### src/common/i2c_pkg.sv
// Shared types and constants for the clocked I2C master; imported by each RTL block
`default_nettype none

package i2c_pkg;

   // 7-bit target device address
   typedef logic [6:0] dev_addr_t;

   // Register address or data byte
   typedef logic [7:0] byte_t;

   // Bit position inside a byte
   typedef logic [2:0] bit_idx_t;

   // Which byte of the transfer is being sent
   typedef logic [1:0] byte_num_t;

   // Bus symbols handed from the sequencer to the bit engine
   typedef enum logic [2:0]
   {
      sym_start,
      sym_stop,
      sym_tx_bit,
      sym_rx_bit,
      sym_ack_check
   } sym_kind_t;

   // R/W bit appended to the device address
   localparam logic RW_WRITE = 1'b0;
   localparam logic RW_READ  = 1'b1;

   // Defaults for the top-level parameters
   localparam int quarter_cycles_default = 4;
   localparam int fifo_depth_default     = 8;

endpackage

`default_nettype wire

### src/common/sym_stream_if.sv
// Bus-symbol stream between master blocks, used on both sides of the symbol FIFO
`timescale 1ns/10ps
`default_nettype none

interface sym_stream_if;
   import i2c_pkg::*;

   logic      push;
   sym_kind_t kind;
   logic      bit_val;
   logic      full;

   // Producer into the FIFO
   modport source (output push, output kind, output bit_val, input full);

   // FIFO write port
   modport sink (input push, input kind, input bit_val, output full);

   // FIFO read port, where full reads as empty and push as pop
   modport fwft_src (input push, output kind, output bit_val, output full);

   // Consumer of the FIFO head entry
   modport fwft_snk (output push, input kind, input bit_val, input full);

endinterface

`default_nettype wire

### src/design/sym_fifo.sv
// First-word-fall-through FIFO of pending bus symbols between sequencer and bit engine
`timescale 1ns/10ps
`default_nettype none

module sym_fifo
#(
   parameter int fifo_depth = i2c_pkg::fifo_depth_default
)
(
   input  wire             sda,
   input  wire             reset,
   sym_stream_if.sink      wr,
   sym_stream_if.fwft_src  rd
);
   import i2c_pkg::*;

   localparam int ptr_w = (fifo_depth > 1) ? $clog2(fifo_depth) : 1;
   localparam int cnt_w = $clog2(fifo_depth + 1);

   sym_kind_t         kind_mem [fifo_depth];
   logic              bit_mem  [fifo_depth];
   logic [ptr_w-1:0]  wr_ptr;
   logic [ptr_w-1:0]  rd_ptr;
   logic [cnt_w-1:0]  count;
   logic              pop;

   // Pointers wrap at the depth, which need not be a power of two
   function automatic logic [ptr_w-1:0] next_ptr(logic [ptr_w-1:0] p);
      return (p == ptr_w'(fifo_depth - 1)) ? '0 : p + 1'b1;
   endfunction

   assign wr.full    = (count == cnt_w'(fifo_depth));
   assign rd.full    = (count == '0);
   assign rd.kind    = kind_mem[rd_ptr];
   assign rd.bit_val = bit_mem[rd_ptr];
   assign pop        = rd.push && !rd.full;

   always_ff @(posedge sda)
   begin
      if (wr.push)
      begin
         kind_mem[wr_ptr] <= wr.kind;
         bit_mem[wr_ptr]  <= wr.bit_val;
      end
   end

   always_ff @(posedge sda)
   begin
      if (reset)
      begin
         wr_ptr <= '0;
         rd_ptr <= '0;
         count  <= '0;
      end
      else
      begin
         if (wr.push)
            wr_ptr <= next_ptr(wr_ptr);
         if (pop)
            rd_ptr <= next_ptr(rd_ptr);
         if (wr.push && !pop)
            count <= count + 1'b1;
         else if (pop && !wr.push)
            count <= count - 1'b1;
      end
   end

endmodule

`default_nettype wire

### src/sequencer/i2c_cmd_sequencer.sv
// Expands one register write or read command into the I2C bus-symbol sequence
`timescale 1ns/10ps
`default_nettype none

module i2c_cmd_sequencer
(
   input  wire                      sda,
   input  wire                      reset,
   input  wire                      cmd_start,
   input  wire                      cmd_read,
   input  wire i2c_pkg::dev_addr_t  dev_addr,
   input  wire i2c_pkg::byte_t      reg_addr,
   input  wire i2c_pkg::byte_t      wr_data,
   input  wire                      done,
   output logic                     busy,
   sym_stream_if.source             sym
);
   import i2c_pkg::*;

   typedef enum logic [2:0]
   {
      st_idle,
      st_start,
      st_tx,
      st_ack,
      st_rx,
      st_nack,
      st_stop,
      st_wait
   } seq_state_t;

   seq_state_t state;
   logic       rd_cmd;
   logic       rd_phase;
   dev_addr_t  dev_q;
   byte_t      reg_q;
   byte_t      wr_q;
   byte_t      tx_byte;
   bit_idx_t   bit_cnt;
   byte_num_t  byte_num;
   logic       emit;
   logic       accept;

   // Busy drops together with the engine's done pulse
   assign busy   = (state != st_idle) && !((state == st_wait) && done);
   assign accept = cmd_start && !busy;

   always_comb
   begin
      sym.kind    = sym_tx_bit;
      sym.bit_val = 1'b0;
      emit        = 1'b1;
      case (state)
         st_start: sym.kind = sym_start;
         st_tx:    sym.bit_val = tx_byte[7];
         st_ack:   sym.kind = sym_ack_check;
         st_rx:    sym.kind = sym_rx_bit;
         // Master NACK after the last read bit
         st_nack:  sym.bit_val = 1'b1;
         st_stop:  sym.kind = sym_stop;
         default:  emit = 1'b0;
      endcase
   end

   assign sym.push = emit && !sym.full;

   always_ff @(posedge sda)
   begin
      if (reset)
      begin
         state    <= st_idle;
         rd_phase <= 1'b0;
         byte_num <= '0;
         bit_cnt  <= '0;
      end
      else if (accept)
      begin
         state    <= st_start;
         rd_phase <= 1'b0;
         byte_num <= '0;
      end
      else if (sym.push)
      begin
         case (state)
            st_start:
               bit_cnt <= 3'd7;
            st_tx:
            begin
               bit_cnt <= bit_cnt - 1'b1;
               if (bit_cnt == '0)
                  state <= st_ack;
            end
            st_ack:
            begin
               byte_num <= byte_num + 1'b1;
               bit_cnt  <= 3'd7;
               if (byte_num == 2'd1 && rd_cmd)
                  rd_phase <= 1'b1;
            end
            st_rx:
            begin
               bit_cnt <= bit_cnt - 1'b1;
               if (bit_cnt == '0)
                  state <= st_nack;
            end
            default: ;
         endcase
         // Next symbol group after a start, an ack, a NACK or a stop
         if (state == st_start)
            state <= st_tx;
         else if (state == st_ack)
         begin
            if (rd_phase)
               state <= st_rx;
            else if (byte_num == 2'd0)
               state <= st_tx;
            else if (byte_num == 2'd1)
               state <= rd_cmd ? st_start : st_tx;
            else
               state <= st_stop;
         end
         else if (state == st_nack)
            state <= st_stop;
         else if (state == st_stop)
            state <= st_wait;
      end
      else if (state == st_wait && done)
         state <= st_idle;
   end

   // Command latch and outgoing byte shifter
   always_ff @(posedge sda)
   begin
      if (accept)
      begin
         rd_cmd <= cmd_read;
         dev_q  <= dev_addr;
         reg_q  <= reg_addr;
         wr_q   <= wr_data;
      end
      else if (sym.push)
      begin
         if (state == st_start)
            tx_byte <= {dev_q, rd_phase ? RW_READ : RW_WRITE};
         else if (state == st_tx)
            tx_byte <= tx_byte << 1;
         else if (state == st_ack)
            tx_byte <= (byte_num == 2'd0) ? reg_q : wr_q;
      end
   end

endmodule

`default_nettype wire

### src/bit_engine/i2c_bit_engine.sv
// Runs bus symbols with quarter-period timing, drives the I2C lines and collects read data
`timescale 1ns/10ps
`default_nettype none

module i2c_bit_engine
#(
   parameter int quarter_cycles = i2c_pkg::quarter_cycles_default
)
(
   input  wire             sda,
   input  wire             reset,
   sym_stream_if.fwft_snk  sym,
   input  wire             bus_clk_in,
   input  wire             bus_data_in,
   output logic            bus_clk_oe,
   output logic            bus_data_oe,
   output i2c_pkg::byte_t  rd_data,
   output logic            ack_error,
   output logic            done
);
   import i2c_pkg::*;

   localparam int qcnt_w = $clog2(quarter_cycles + 1);

   typedef enum logic [2:0]
   {
      ph_idle,
      ph_q0,
      ph_q1,
      ph_q2,
      ph_q3,
      ph_q4
   } phase_t;

   phase_t             phase;
   phase_t             nxt_phase;
   logic [qcnt_w-1:0]  q_cnt;
   sym_kind_t          cur_kind;
   logic               cur_bit;
   sym_kind_t          nxt_kind;
   logic               nxt_bit;
   logic               bus_active;
   logic               stretch;
   logic               q_end;
   logic               sym_end;
   logic               stop_end;
   logic               take;
   logic               fresh_start;
   logic               sample;

   // Pull-low levels {clk, data} for one quarter of a symbol
   function automatic logic [1:0] drive(phase_t p, sym_kind_t k, logic b);
      logic clk_low;
      logic data_low;
      clk_low = (p == ph_q0) || ((p == ph_q3) && (k != sym_stop));
      case (k)
         sym_tx_bit: data_low = !b;
         // Falls with the clock high
         sym_start:  data_low = (p == ph_q2) || (p == ph_q3);
         // Rises with the clock high
         sym_stop:   data_low = (p == ph_q0) || (p == ph_q1);
         default:    data_low = 1'b0;
      endcase
      return {clk_low, data_low};
   endfunction

   // Target holding the clock low delays the high quarters
   assign stretch     = (phase == ph_q1) && !bus_clk_in;
   assign q_end       = (phase != ph_idle) && !stretch &&
                        (q_cnt == qcnt_w'(quarter_cycles - 1));
   assign sym_end     = q_end &&
                        ((phase == ph_q4) || ((phase == ph_q3) && (cur_kind != sym_stop)));
   assign stop_end    = sym_end && (cur_kind == sym_stop);
   assign take        = !sym.full && ((phase == ph_idle) || sym_end);
   assign sym.push    = take;
   assign nxt_kind    = take ? sym.kind : cur_kind;
   assign nxt_bit     = take ? sym.bit_val : cur_bit;
   assign fresh_start = take && (sym.kind == sym_start) && (!bus_active || stop_end);
   assign sample      = q_end && (phase == ph_q2);

   always_comb
   begin
      nxt_phase = phase;
      if (take)
         nxt_phase = ph_q0;
      else if (sym_end)
         nxt_phase = ph_idle;
      else if (q_end)
      begin
         case (phase)
            ph_q0:   nxt_phase = ph_q1;
            ph_q1:   nxt_phase = ph_q2;
            ph_q2:   nxt_phase = ph_q3;
            ph_q3:   nxt_phase = ph_q4;
            default: nxt_phase = ph_idle;
         endcase
      end
   end

   always_ff @(posedge sda)
   begin
      if (reset)
      begin
         phase       <= ph_idle;
         q_cnt       <= '0;
         bus_clk_oe  <= 1'b0;
         bus_data_oe <= 1'b0;
         bus_active  <= 1'b0;
         ack_error   <= 1'b0;
         done        <= 1'b0;
      end
      else
      begin
         phase <= nxt_phase;
         done  <= stop_end;
         if ((phase == ph_idle) || q_end)
            q_cnt <= '0;
         else if (!stretch)
            q_cnt <= q_cnt + 1'b1;
         // Lines keep their last level while waiting on an empty FIFO
         if ((nxt_phase != phase) && (nxt_phase != ph_idle))
            {bus_clk_oe, bus_data_oe} <= drive(nxt_phase, nxt_kind, nxt_bit);
         if (stop_end)
            bus_active <= 1'b0;
         if (take && (sym.kind == sym_start))
            bus_active <= 1'b1;
         if (fresh_start)
            ack_error <= 1'b0;
         else if (sample && (cur_kind == sym_ack_check) && bus_data_in)
            ack_error <= 1'b1;
      end
   end

   // Current symbol and received byte
   always_ff @(posedge sda)
   begin
      if (take)
      begin
         cur_kind <= sym.kind;
         cur_bit  <= sym.bit_val;
      end
      if (fresh_start)
         rd_data <= '0;
      else if (sample && (cur_kind == sym_rx_bit))
         rd_data <= {rd_data[6:0], bus_data_in};
   end

endmodule

`default_nettype wire

### src/design/i2c_master.sv
// Clocked I2C master top level; connects command sequencer, symbol FIFO and bit engine
`timescale 1ns/10ps
`default_nettype none

module i2c_master
#(
   parameter int quarter_cycles = i2c_pkg::quarter_cycles_default,
   parameter int fifo_depth     = i2c_pkg::fifo_depth_default
)
(
   input  wire                      sda,
   input  wire                      reset,
   input  wire                      cmd_start,
   input  wire                      cmd_read,
   input  wire i2c_pkg::dev_addr_t  dev_addr,
   input  wire i2c_pkg::byte_t      reg_addr,
   input  wire i2c_pkg::byte_t      wr_data,
   output logic                     busy,
   output logic                     done,
   output i2c_pkg::byte_t           rd_data,
   output logic                     ack_error,
   output logic                     bus_clk_oe,
   output logic                     bus_data_oe,
   input  wire                      bus_clk_in,
   input  wire                      bus_data_in
);

   // Sequencer to FIFO, and FIFO head to engine
   sym_stream_if sym_in ();
   sym_stream_if sym_out ();

   i2c_cmd_sequencer u_sequencer
   (
      .sda       (sda),
      .reset     (reset),
      .cmd_start (cmd_start),
      .cmd_read  (cmd_read),
      .dev_addr  (dev_addr),
      .reg_addr  (reg_addr),
      .wr_data   (wr_data),
      .done      (done),
      .busy      (busy),
      .sym       (sym_in.source)
   );

   sym_fifo #(.fifo_depth(fifo_depth)) u_fifo
   (
      .sda   (sda),
      .reset (reset),
      .wr    (sym_in.sink),
      .rd    (sym_out.fwft_src)
   );

   i2c_bit_engine #(.quarter_cycles(quarter_cycles)) u_engine
   (
      .sda         (sda),
      .reset       (reset),
      .sym         (sym_out.fwft_snk),
      .bus_clk_in  (bus_clk_in),
      .bus_data_in (bus_data_in),
      .bus_clk_oe  (bus_clk_oe),
      .bus_data_oe (bus_data_oe),
      .rd_data     (rd_data),
      .ack_error   (ack_error),
      .done        (done)
   );

endmodule

`default_nettype wire

### config.mk
export PLATFORM = sky130hd
export DESIGN_NAME = i2c_master
export DESIGN_NICKNAME = d
export VERILOG_FILES = /design/src/common/i2c_pkg.sv /design/src/common/sym_stream_if.sv /design/src/design/sym_fifo.sv /design/src/sequencer/i2c_cmd_sequencer.sv /design/src/bit_engine/i2c_bit_engine.sv /design/src/design/i2c_master.sv
export SDC_FILE = /design/constraint.sdc
export NUM_CORES = 1
export LEC_CHECK = 0
export BUFFER_PORTS_ARGS = -buffer_cell sky130_fd_sc_hd__buf_2
export CORE_MARGIN = 3
export CORE_UTILIZATION = 50
export DETAILED_ROUTE_END_ITERATION = 16
export PLACE_DENSITY_LB_ADDON = 0.15
export SLEW_MARGIN = 15
export SYNTH_ARGS = -nofsm -noshare
export SYNTH_HDL_FRONTEND = slang
export SYNTH_SLANG_ARGS = --single-unit
### constraint.sdc
create_clock -name sda -period 4.1 [get_ports sda]
set_input_delay 0.82 -clock sda [delete_from_list [all_inputs] [get_ports sda]]
set_output_delay 0.82 -clock sda [all_outputs]
set_load 0.01 [all_outputs]
==> key figures, run 1 <==
Outcome
  • Run status: completed

Clock tree
  • CTS tree: done
  • Clock root buffer: clkbuf_8
  • Post-CTS Resized: 0
  • CTS clk-pin slew, worst paths: approximately 110 ps
  • CTS buffer count: 9
  • H-tree depth: 3
  • Postcts setup bufs: 0
  • Clk_lat worst skew: between 300 and 400 ps
  • Hold Buf Count CTS: 0
  • Clk buf depth: 2
  • CTS sink count: 109

Timing
  • Final TNS setup: 0 ps
  • Final-report max-slew violation count: 0
  • Actual slew at the worst max-slew pin: 880.2 ps
  • Final setup violation count: 0
  • Final period util: between 80 and 90%
  • Slew headroom: between 40% and 50%
  • FMAX: between 200 and 300 MHz
  • Hold Violations, Final: 0
  • RSZ-0062 raised after global routing: false
  • Final Skew: just under 10 ps
  • Final Critical Period: 3403 ps

Synth
  • Yosys synthesis warning count: 0
  • Synth cell types: 57
  • Flops & latches, synth: 109
  • Mapped Area: ~0.005 mm²
  • Synthesized net count: about 470
  • Async S/R FF share, synth: 0%
  • Syn Inst Count: roughly 420
  • Synthesized area per cell: 11.53 µm²
  • EDFF count, synth: 64
  • Primary FF master, synth: edfxtp_1
  • Sequential-to-total area share from yosys stat: roughly 58%

Cells and area
  • Fin util: 56.56%
  • Post-route cell area: approximately 0.0053 mm²
  • Area delta synth->final: 8.699%
  • Final Net Count: between 400 and 500
  • Fillers: 822
  • Antenna diodes: 0
  • Layout cells sized above 1: between 10% and 20%
  • Highest-count cells in the layout ignoring fill and taps: nor2_1, edfxtp_1, dfxtp_1

Floorplanning
  • Die Area: between 0.01 and 0.015 mm²
  • Core Rows: 35
  • Starting Density: between 50 and 60%
  • Overall die height: approximately 100 µm
  • Core Area: ~0.0094 mm²
  • I/O pins: 42
  • Die width: ~100 µm

Global route
  • Largest net degree at the start of global routing: 30
  • Vias in the first global route: 2946
  • Initial antenna violation count: 0
  • Gr ovfl total: 0
  • GRT Total Usage: approximately 16%
  • First-pass GRT wire length: about 14000 µm

Power
  • Sw Share: about a third
  • NetSw: just under 900 µW
  • Seq pwr share: ~51%
  • Clk pwr share: 22.2%
  • Total Power: about 2.8 mW
  • Worst vdd ir: roughly 0.23 mV
  • PwrDens: roughly 520 mW/mm²
  • Lkg Pwr: slightly above 2 nW
  • Cell internal pwr: roughly 1.9 mW
  • Comb pwr share: a little over a quarter

Drt
  • Final wirelength: roughly 8400 µm
  • DRC Markers: 0
  • Final ANT Viol Nets: 0
  • Vias: about 3.1k
  • Number of DRC markers in iteration 0: about 130
  • Routed length per placed instance: 14.35 µm
  • Vias per inst: 5.332
  • First-pass iteration count of the detailed router: 5

Critical path
  • Worst setup SP type: flip-flop
  • Setup CP Type: flip-flop to flip-flop
  • Flop2flop setup slack: approximately 700 ps
  • Crit path DAT: between 3000 and 4000 ps
  • CP endpoint kind: flip-flop
  • Crit-path max FO: 27
  • Critical path required time: ~4400 ps

Placement
  • Post-DP Area: 0.005116 mm²
  • Input/output buffers: 41
  • Hpwl dp: between 5000 and 6000 µm
  • Routability cong.: slightly below 0.8

Min path
  • Type of the worst min-delay path: flip-flop to flip-flop

Run
  • Max Cap Viol: 0
[stage by stage]
step                      setup WS, ps  hold slack, ps  std cells
after floorplan                   1193           425.5        423
after global placement           890.4           447.1        571
after detailed placement         735.5           457.6        571
after CTS                        711.7           471.7        587
after global routing             426.3           492.2        587
final                            697.0           468.4        587
[cell type report]
cell class                      instances  area, µm²  area share [%]
Sequential cell                       109       2823           53.26
Multi-Input combinational cell        271       1841           34.73
Timing Repair Buffer                   43      220.2           4.155
Tap cell                              129      161.4           3.045
Clock buffer                            9      123.9           2.337
Inverter                               19      71.32           1.346
Clock inverter                          7      60.06           1.133
[synth_stat cells, drive strengths merged, types with 4 or more instances]
library cell   n  area share, %
a211oi         5           0.77
a21oi         37            3.8
buf            7            1.1
clkbuf        16            1.6
dfxtp         45             18
edfxtp        64             39
ha            13            3.3
inv           19            1.5
mux2           5            1.2
mux2i         22            4.6
mux4           8            3.8
nand2         18            1.4
nand2b         6           0.77
nor2          64            4.9
nor2b          7           0.90
nor3          19            2.1
o21ai         14            1.4
o22ai          7           0.90
xnor2          4           0.72
[flip-flops by register name, summed over array words and instances (netlist names), 2 cells and up, named ones only]
| name | flops |
|---|---|
| u_engine.cur_kind | 3 |
| u_engine.phase | 3 |
| u_engine.q_cnt | 3 |
| u_engine.rd_data | 8 |
| u_fifo.bit_mem | 8 |
| u_fifo.count | 4 |
| u_fifo.kind_mem | 24 |
| u_fifo.rd_ptr | 3 |
| u_fifo.wr_ptr | 3 |
| u_sequencer.bit_cnt | 3 |
| u_sequencer.byte_num | 2 |
| u_sequencer.dev_q | 7 |
| u_sequencer.reg_q | 8 |
| u_sequencer.state | 3 |
| u_sequencer.tx_byte | 8 |
| u_sequencer.wr_q | 8 |
[worst paths after layout]
path | endpoint | start | cells past startpoint
setup / recovery | u_fifo.count[3] | u_sequencer.state[2] | 11
hold / removal | u_engine.bus_clk_oe | u_engine.bus_clk_oe | 2
setup reg to reg | u_fifo.count[3] | u_sequencer.state[2] | 11
hold reg to reg | u_engine.bus_clk_oe | u_engine.bus_clk_oe | 2
[power by group through the flow]
stage               Combinational, mW  Clock, mW  Sequential, mW
floorplan                       0.636          0            1.39
global placement                0.719          0            1.44
detailed placement              0.734          0            1.45
CTS                             0.738      0.627            1.42
global route                    0.829      0.682            1.44
finish                          0.733      0.613            1.42
[worst max-delay path, cell delays in order (launching register included)]
cell     delay [ps]
dfxtp_1         620
or2_2           530
o21ai_1         500
inv_1           180
ha_1            270
inv_1           110
ha_1            240
a21o_1          180
a21oi_1         170
xnor2_1          90
or3_1           300
a21oi_1         140
[logic make-up after synthesis]
family,share of synthesized area [%]
DFF,57.89
and+or+nand+nor,12.98
adders and majority gates,3.952
AOI/OAI and AO/OA,10.06
buffers and inverters,4.362
muxes,9.674
xor gates and xnor gates,1.078
[layer usage]
metal	part of all wire (%)	vias up	GRT usage [%]	routed length, µm
li1	-	1587	-	-
met3	4.4	7	3.768	367
met5	0	-	0	0
met1	46	1467	21.14	3887
met4	0.74	0	4.217	62
met2	49	69	26.54	4108
No activity file was read; power rests on OpenSTA's default activity.
==> run 2: changes to the inputs <==
==> constraint.sdc (replaced) <==
create_clock -name sda -period 3.4 [get_ports sda]
set_input_delay 0.68 -clock sda [delete_from_list [all_inputs] [get_ports sda]]
set_output_delay 0.68 -clock sda [all_outputs]
set_load 0.01 [all_outputs]
==> key figures, run 2 (synthesis gave the netlist of run 1 again) <==
Cells and area
  • Post-route cell area: approximately 0.0054 mm²
  • Layout cells sized above 1: 18.36%
  • Post-route insts no fill: ~600
  • Fillers: between 800 and 900
  • Final Net Count: 501
  • Highest-count cells in the layout ignoring fill and taps: nor2_1, edfxtp_1, dfxtp_1
  • Max FFs per register: 24
  • Area delta synth->final: 10.34%
  • Antenna diodes: 0
  • Top reg by flops: u_fifo.kind_mem

Timing
  • Actual slew at the worst max-slew pin: between 800 and 900 ps
  • Slew headroom: ~42%
  • Final Critical Period: roughly 2900 ps
  • Final setup violation count: 0
  • RSZ-0062 raised after global routing: false
  • FMAX: ~340 MHz
  • Hold Violations, Final: 0
  • Final period util: between 80 and 90%
  • Final TNS setup: 0 ps
  • Final-report max-slew violation count: 0
  • Final Skew: 13.60 ps

Placement
  • Post-DP Area: roughly 0.0052 mm²
  • Hpwl dp: 5979 µm
  • Post-Place Cells: roughly 580
  • Routability cong.: 0.8049
  • Input/output buffers: just over 40

Clock tree
  • Postcts setup bufs: 0
  • Clk buf depth: 2
  • Hold Buf Count CTS: 0
  • Post-CTS Resized: 0
  • Clk_lat worst skew: about 370 ps
  • CTS sink count: 109
  • Clock root buffer: clkbuf_8
  • CTS tree: done
  • CTS buffer count: 9
  • H-tree depth: 3
  • CTS clk-pin slew, worst paths: 110 ps

Critical path
  • Crit-path max FO: 7
  • Worst setup SP type: flip-flop
  • Setup CP Type: flip-flop to flip-flop
  • Cell repeated most along the worst path: ha_1
  • Crit path DAT: ~3200 ps
  • Worst path max stage delay: ~400 ps
  • Critical path required time: around 3700 ps
  • Crit-path slowest cell: o21ai_0
  • CP endpoint kind: flip-flop
  • CP cell instances: ha_1, ha_1, inv_1, o21ai_0, nand2_2, ha_1, inv_1, ha_1, a21o_1, a21oi_1, xnor2_1, or3_1, a21oi_1

Power
  • Comb pwr share: 25.9%
  • NetSw: 1.064 mW
  • Lkg Pwr: between 2 and 2.5 nW
  • Cell internal pwr: between 2 and 2.5 mW
  • Sw Share: a little under a third
  • Clk pwr share: 24.8%
  • PwrDens: 645.9 mW/mm²
  • Worst vdd ir: 0.2882 mV
  • Seq pwr share: between 40% and 50%

Drt
  • Vias: approximately 3.2k
  • First-pass iteration count of the detailed router: 4
  • Routed length per placed instance: about 14 µm
  • Final ANT Viol Nets: 0
  • Number of DRC markers in iteration 0: around 120
  • DRC Markers: 0
  • Final wirelength: 8531 µm
  • Vias per inst: 5.341

Floorplanning
  • Starting Density: ~52%
  • Core Area: 0.009371 mm²
  • Overall die height: ~100 µm
  • Die Area: between 0.01 and 0.015 mm²
  • Die width: 104.8 µm
  • Core Rows: 35
  • I/O pins: 42

Global route
  • GRT Total Usage: between 10% and 20%
  • First-pass GRT wire length: roughly 14000 µm
  • Vias in the first global route: approximately 3.2k
  • Gr ovfl total: 0
  • Initial antenna violation count: 0
  • Met2 Usage GRT: 27.73%
  • Largest net degree at the start of global routing: 28
  • Met1 Use GR: about a fifth
  • M3 GR Usage: 3.274%
  • GRT busiest layer: met2

Run
  • Max Cap Viol: 0

Min path
  • Type of the worst min-delay path: flip-flop to flip-flop

Outcome
  • Run status: completed
-- run 2: cell count changes in the layout (fill, tap and decap cells not counted), sizes merged --
cell,previous run,this run
bufinv,0,1
buf,43,48
clkinv,4,1
clkbuf,9,11
-- run 2: routing by layer --
metal  vias to the layer above  wire, µm  part of all wire (%)
li1                       1597         -                     -
met1                      1475      3863                    45
met2                        77      4166                    49
met3                        13       353                   4.1
met4                         0       147                   1.7
met5                         -         0                     0
-- run 2: final timing paths --
kind / slack [ps] / depth (start not counted) / start / endpoint
setup reg to reg: 460 / 13 / u_engine.q_cnt[0] / u_fifo.count[3]
hold / removal: 460 / 2 / u_engine.bus_clk_oe / u_engine.bus_clk_oe
setup / recovery: 460 / 13 / u_engine.q_cnt[0] / u_fifo.count[3]
hold reg to reg: 460 / 2 / u_engine.bus_clk_oe / u_engine.bus_clk_oe
-- run 2: power groups by stage --
| stage | clock, mW | combinational [mW] | sequential, mW |
|---|---|---|---|
| after floorplan | 0 | 0.767 | 1.68 |
| after global placement | 0 | 0.887 | 1.74 |
| after detailed placement | 0 | 0.909 | 1.74 |
| after CTS | 0.878 | 0.914 | 1.72 |
| after global routing | 0.939 | 1.02 | 1.74 |
| final | 0.861 | 0.902 | 1.71 |
-- run 2: stage by stage --
step,setup slack [ps],util [%],total power [mW],hold WS (ps)
floorplan,492.9,-,2.445,425.5
global placement,610.5,54.99,2.624,442.5
detailed placement,485.6,54.99,2.653,446.9
CTS,457.5,57.41,3.507,460.7
global route,177.9,57.41,3.702,453.8
finish,464.4,57.41,3.475,455.8
-- run 2: layout make-up --
class,instances,area (µm²),share of cell area (%)
Sequential cell,109,2823,52.47
Multi-Input combinational cell,271,1841,34.21
Timing Repair Buffer,48,257.7,4.791
Clock buffer,11,162.7,3.023
Tap cell,129,161.4,3.000
Inverter,19,71.32,1.326
Clock inverter,5,63.81,1.186
-- run 2: critical path, delay by kind of cell, from the launching register on --
family,cells,cell delay [ps]
buf+inv,2,190
compound gates,4,910
xor+xnor,1,90
simple gates,2,420
fa+ha+maj,4,880
flops,1,370
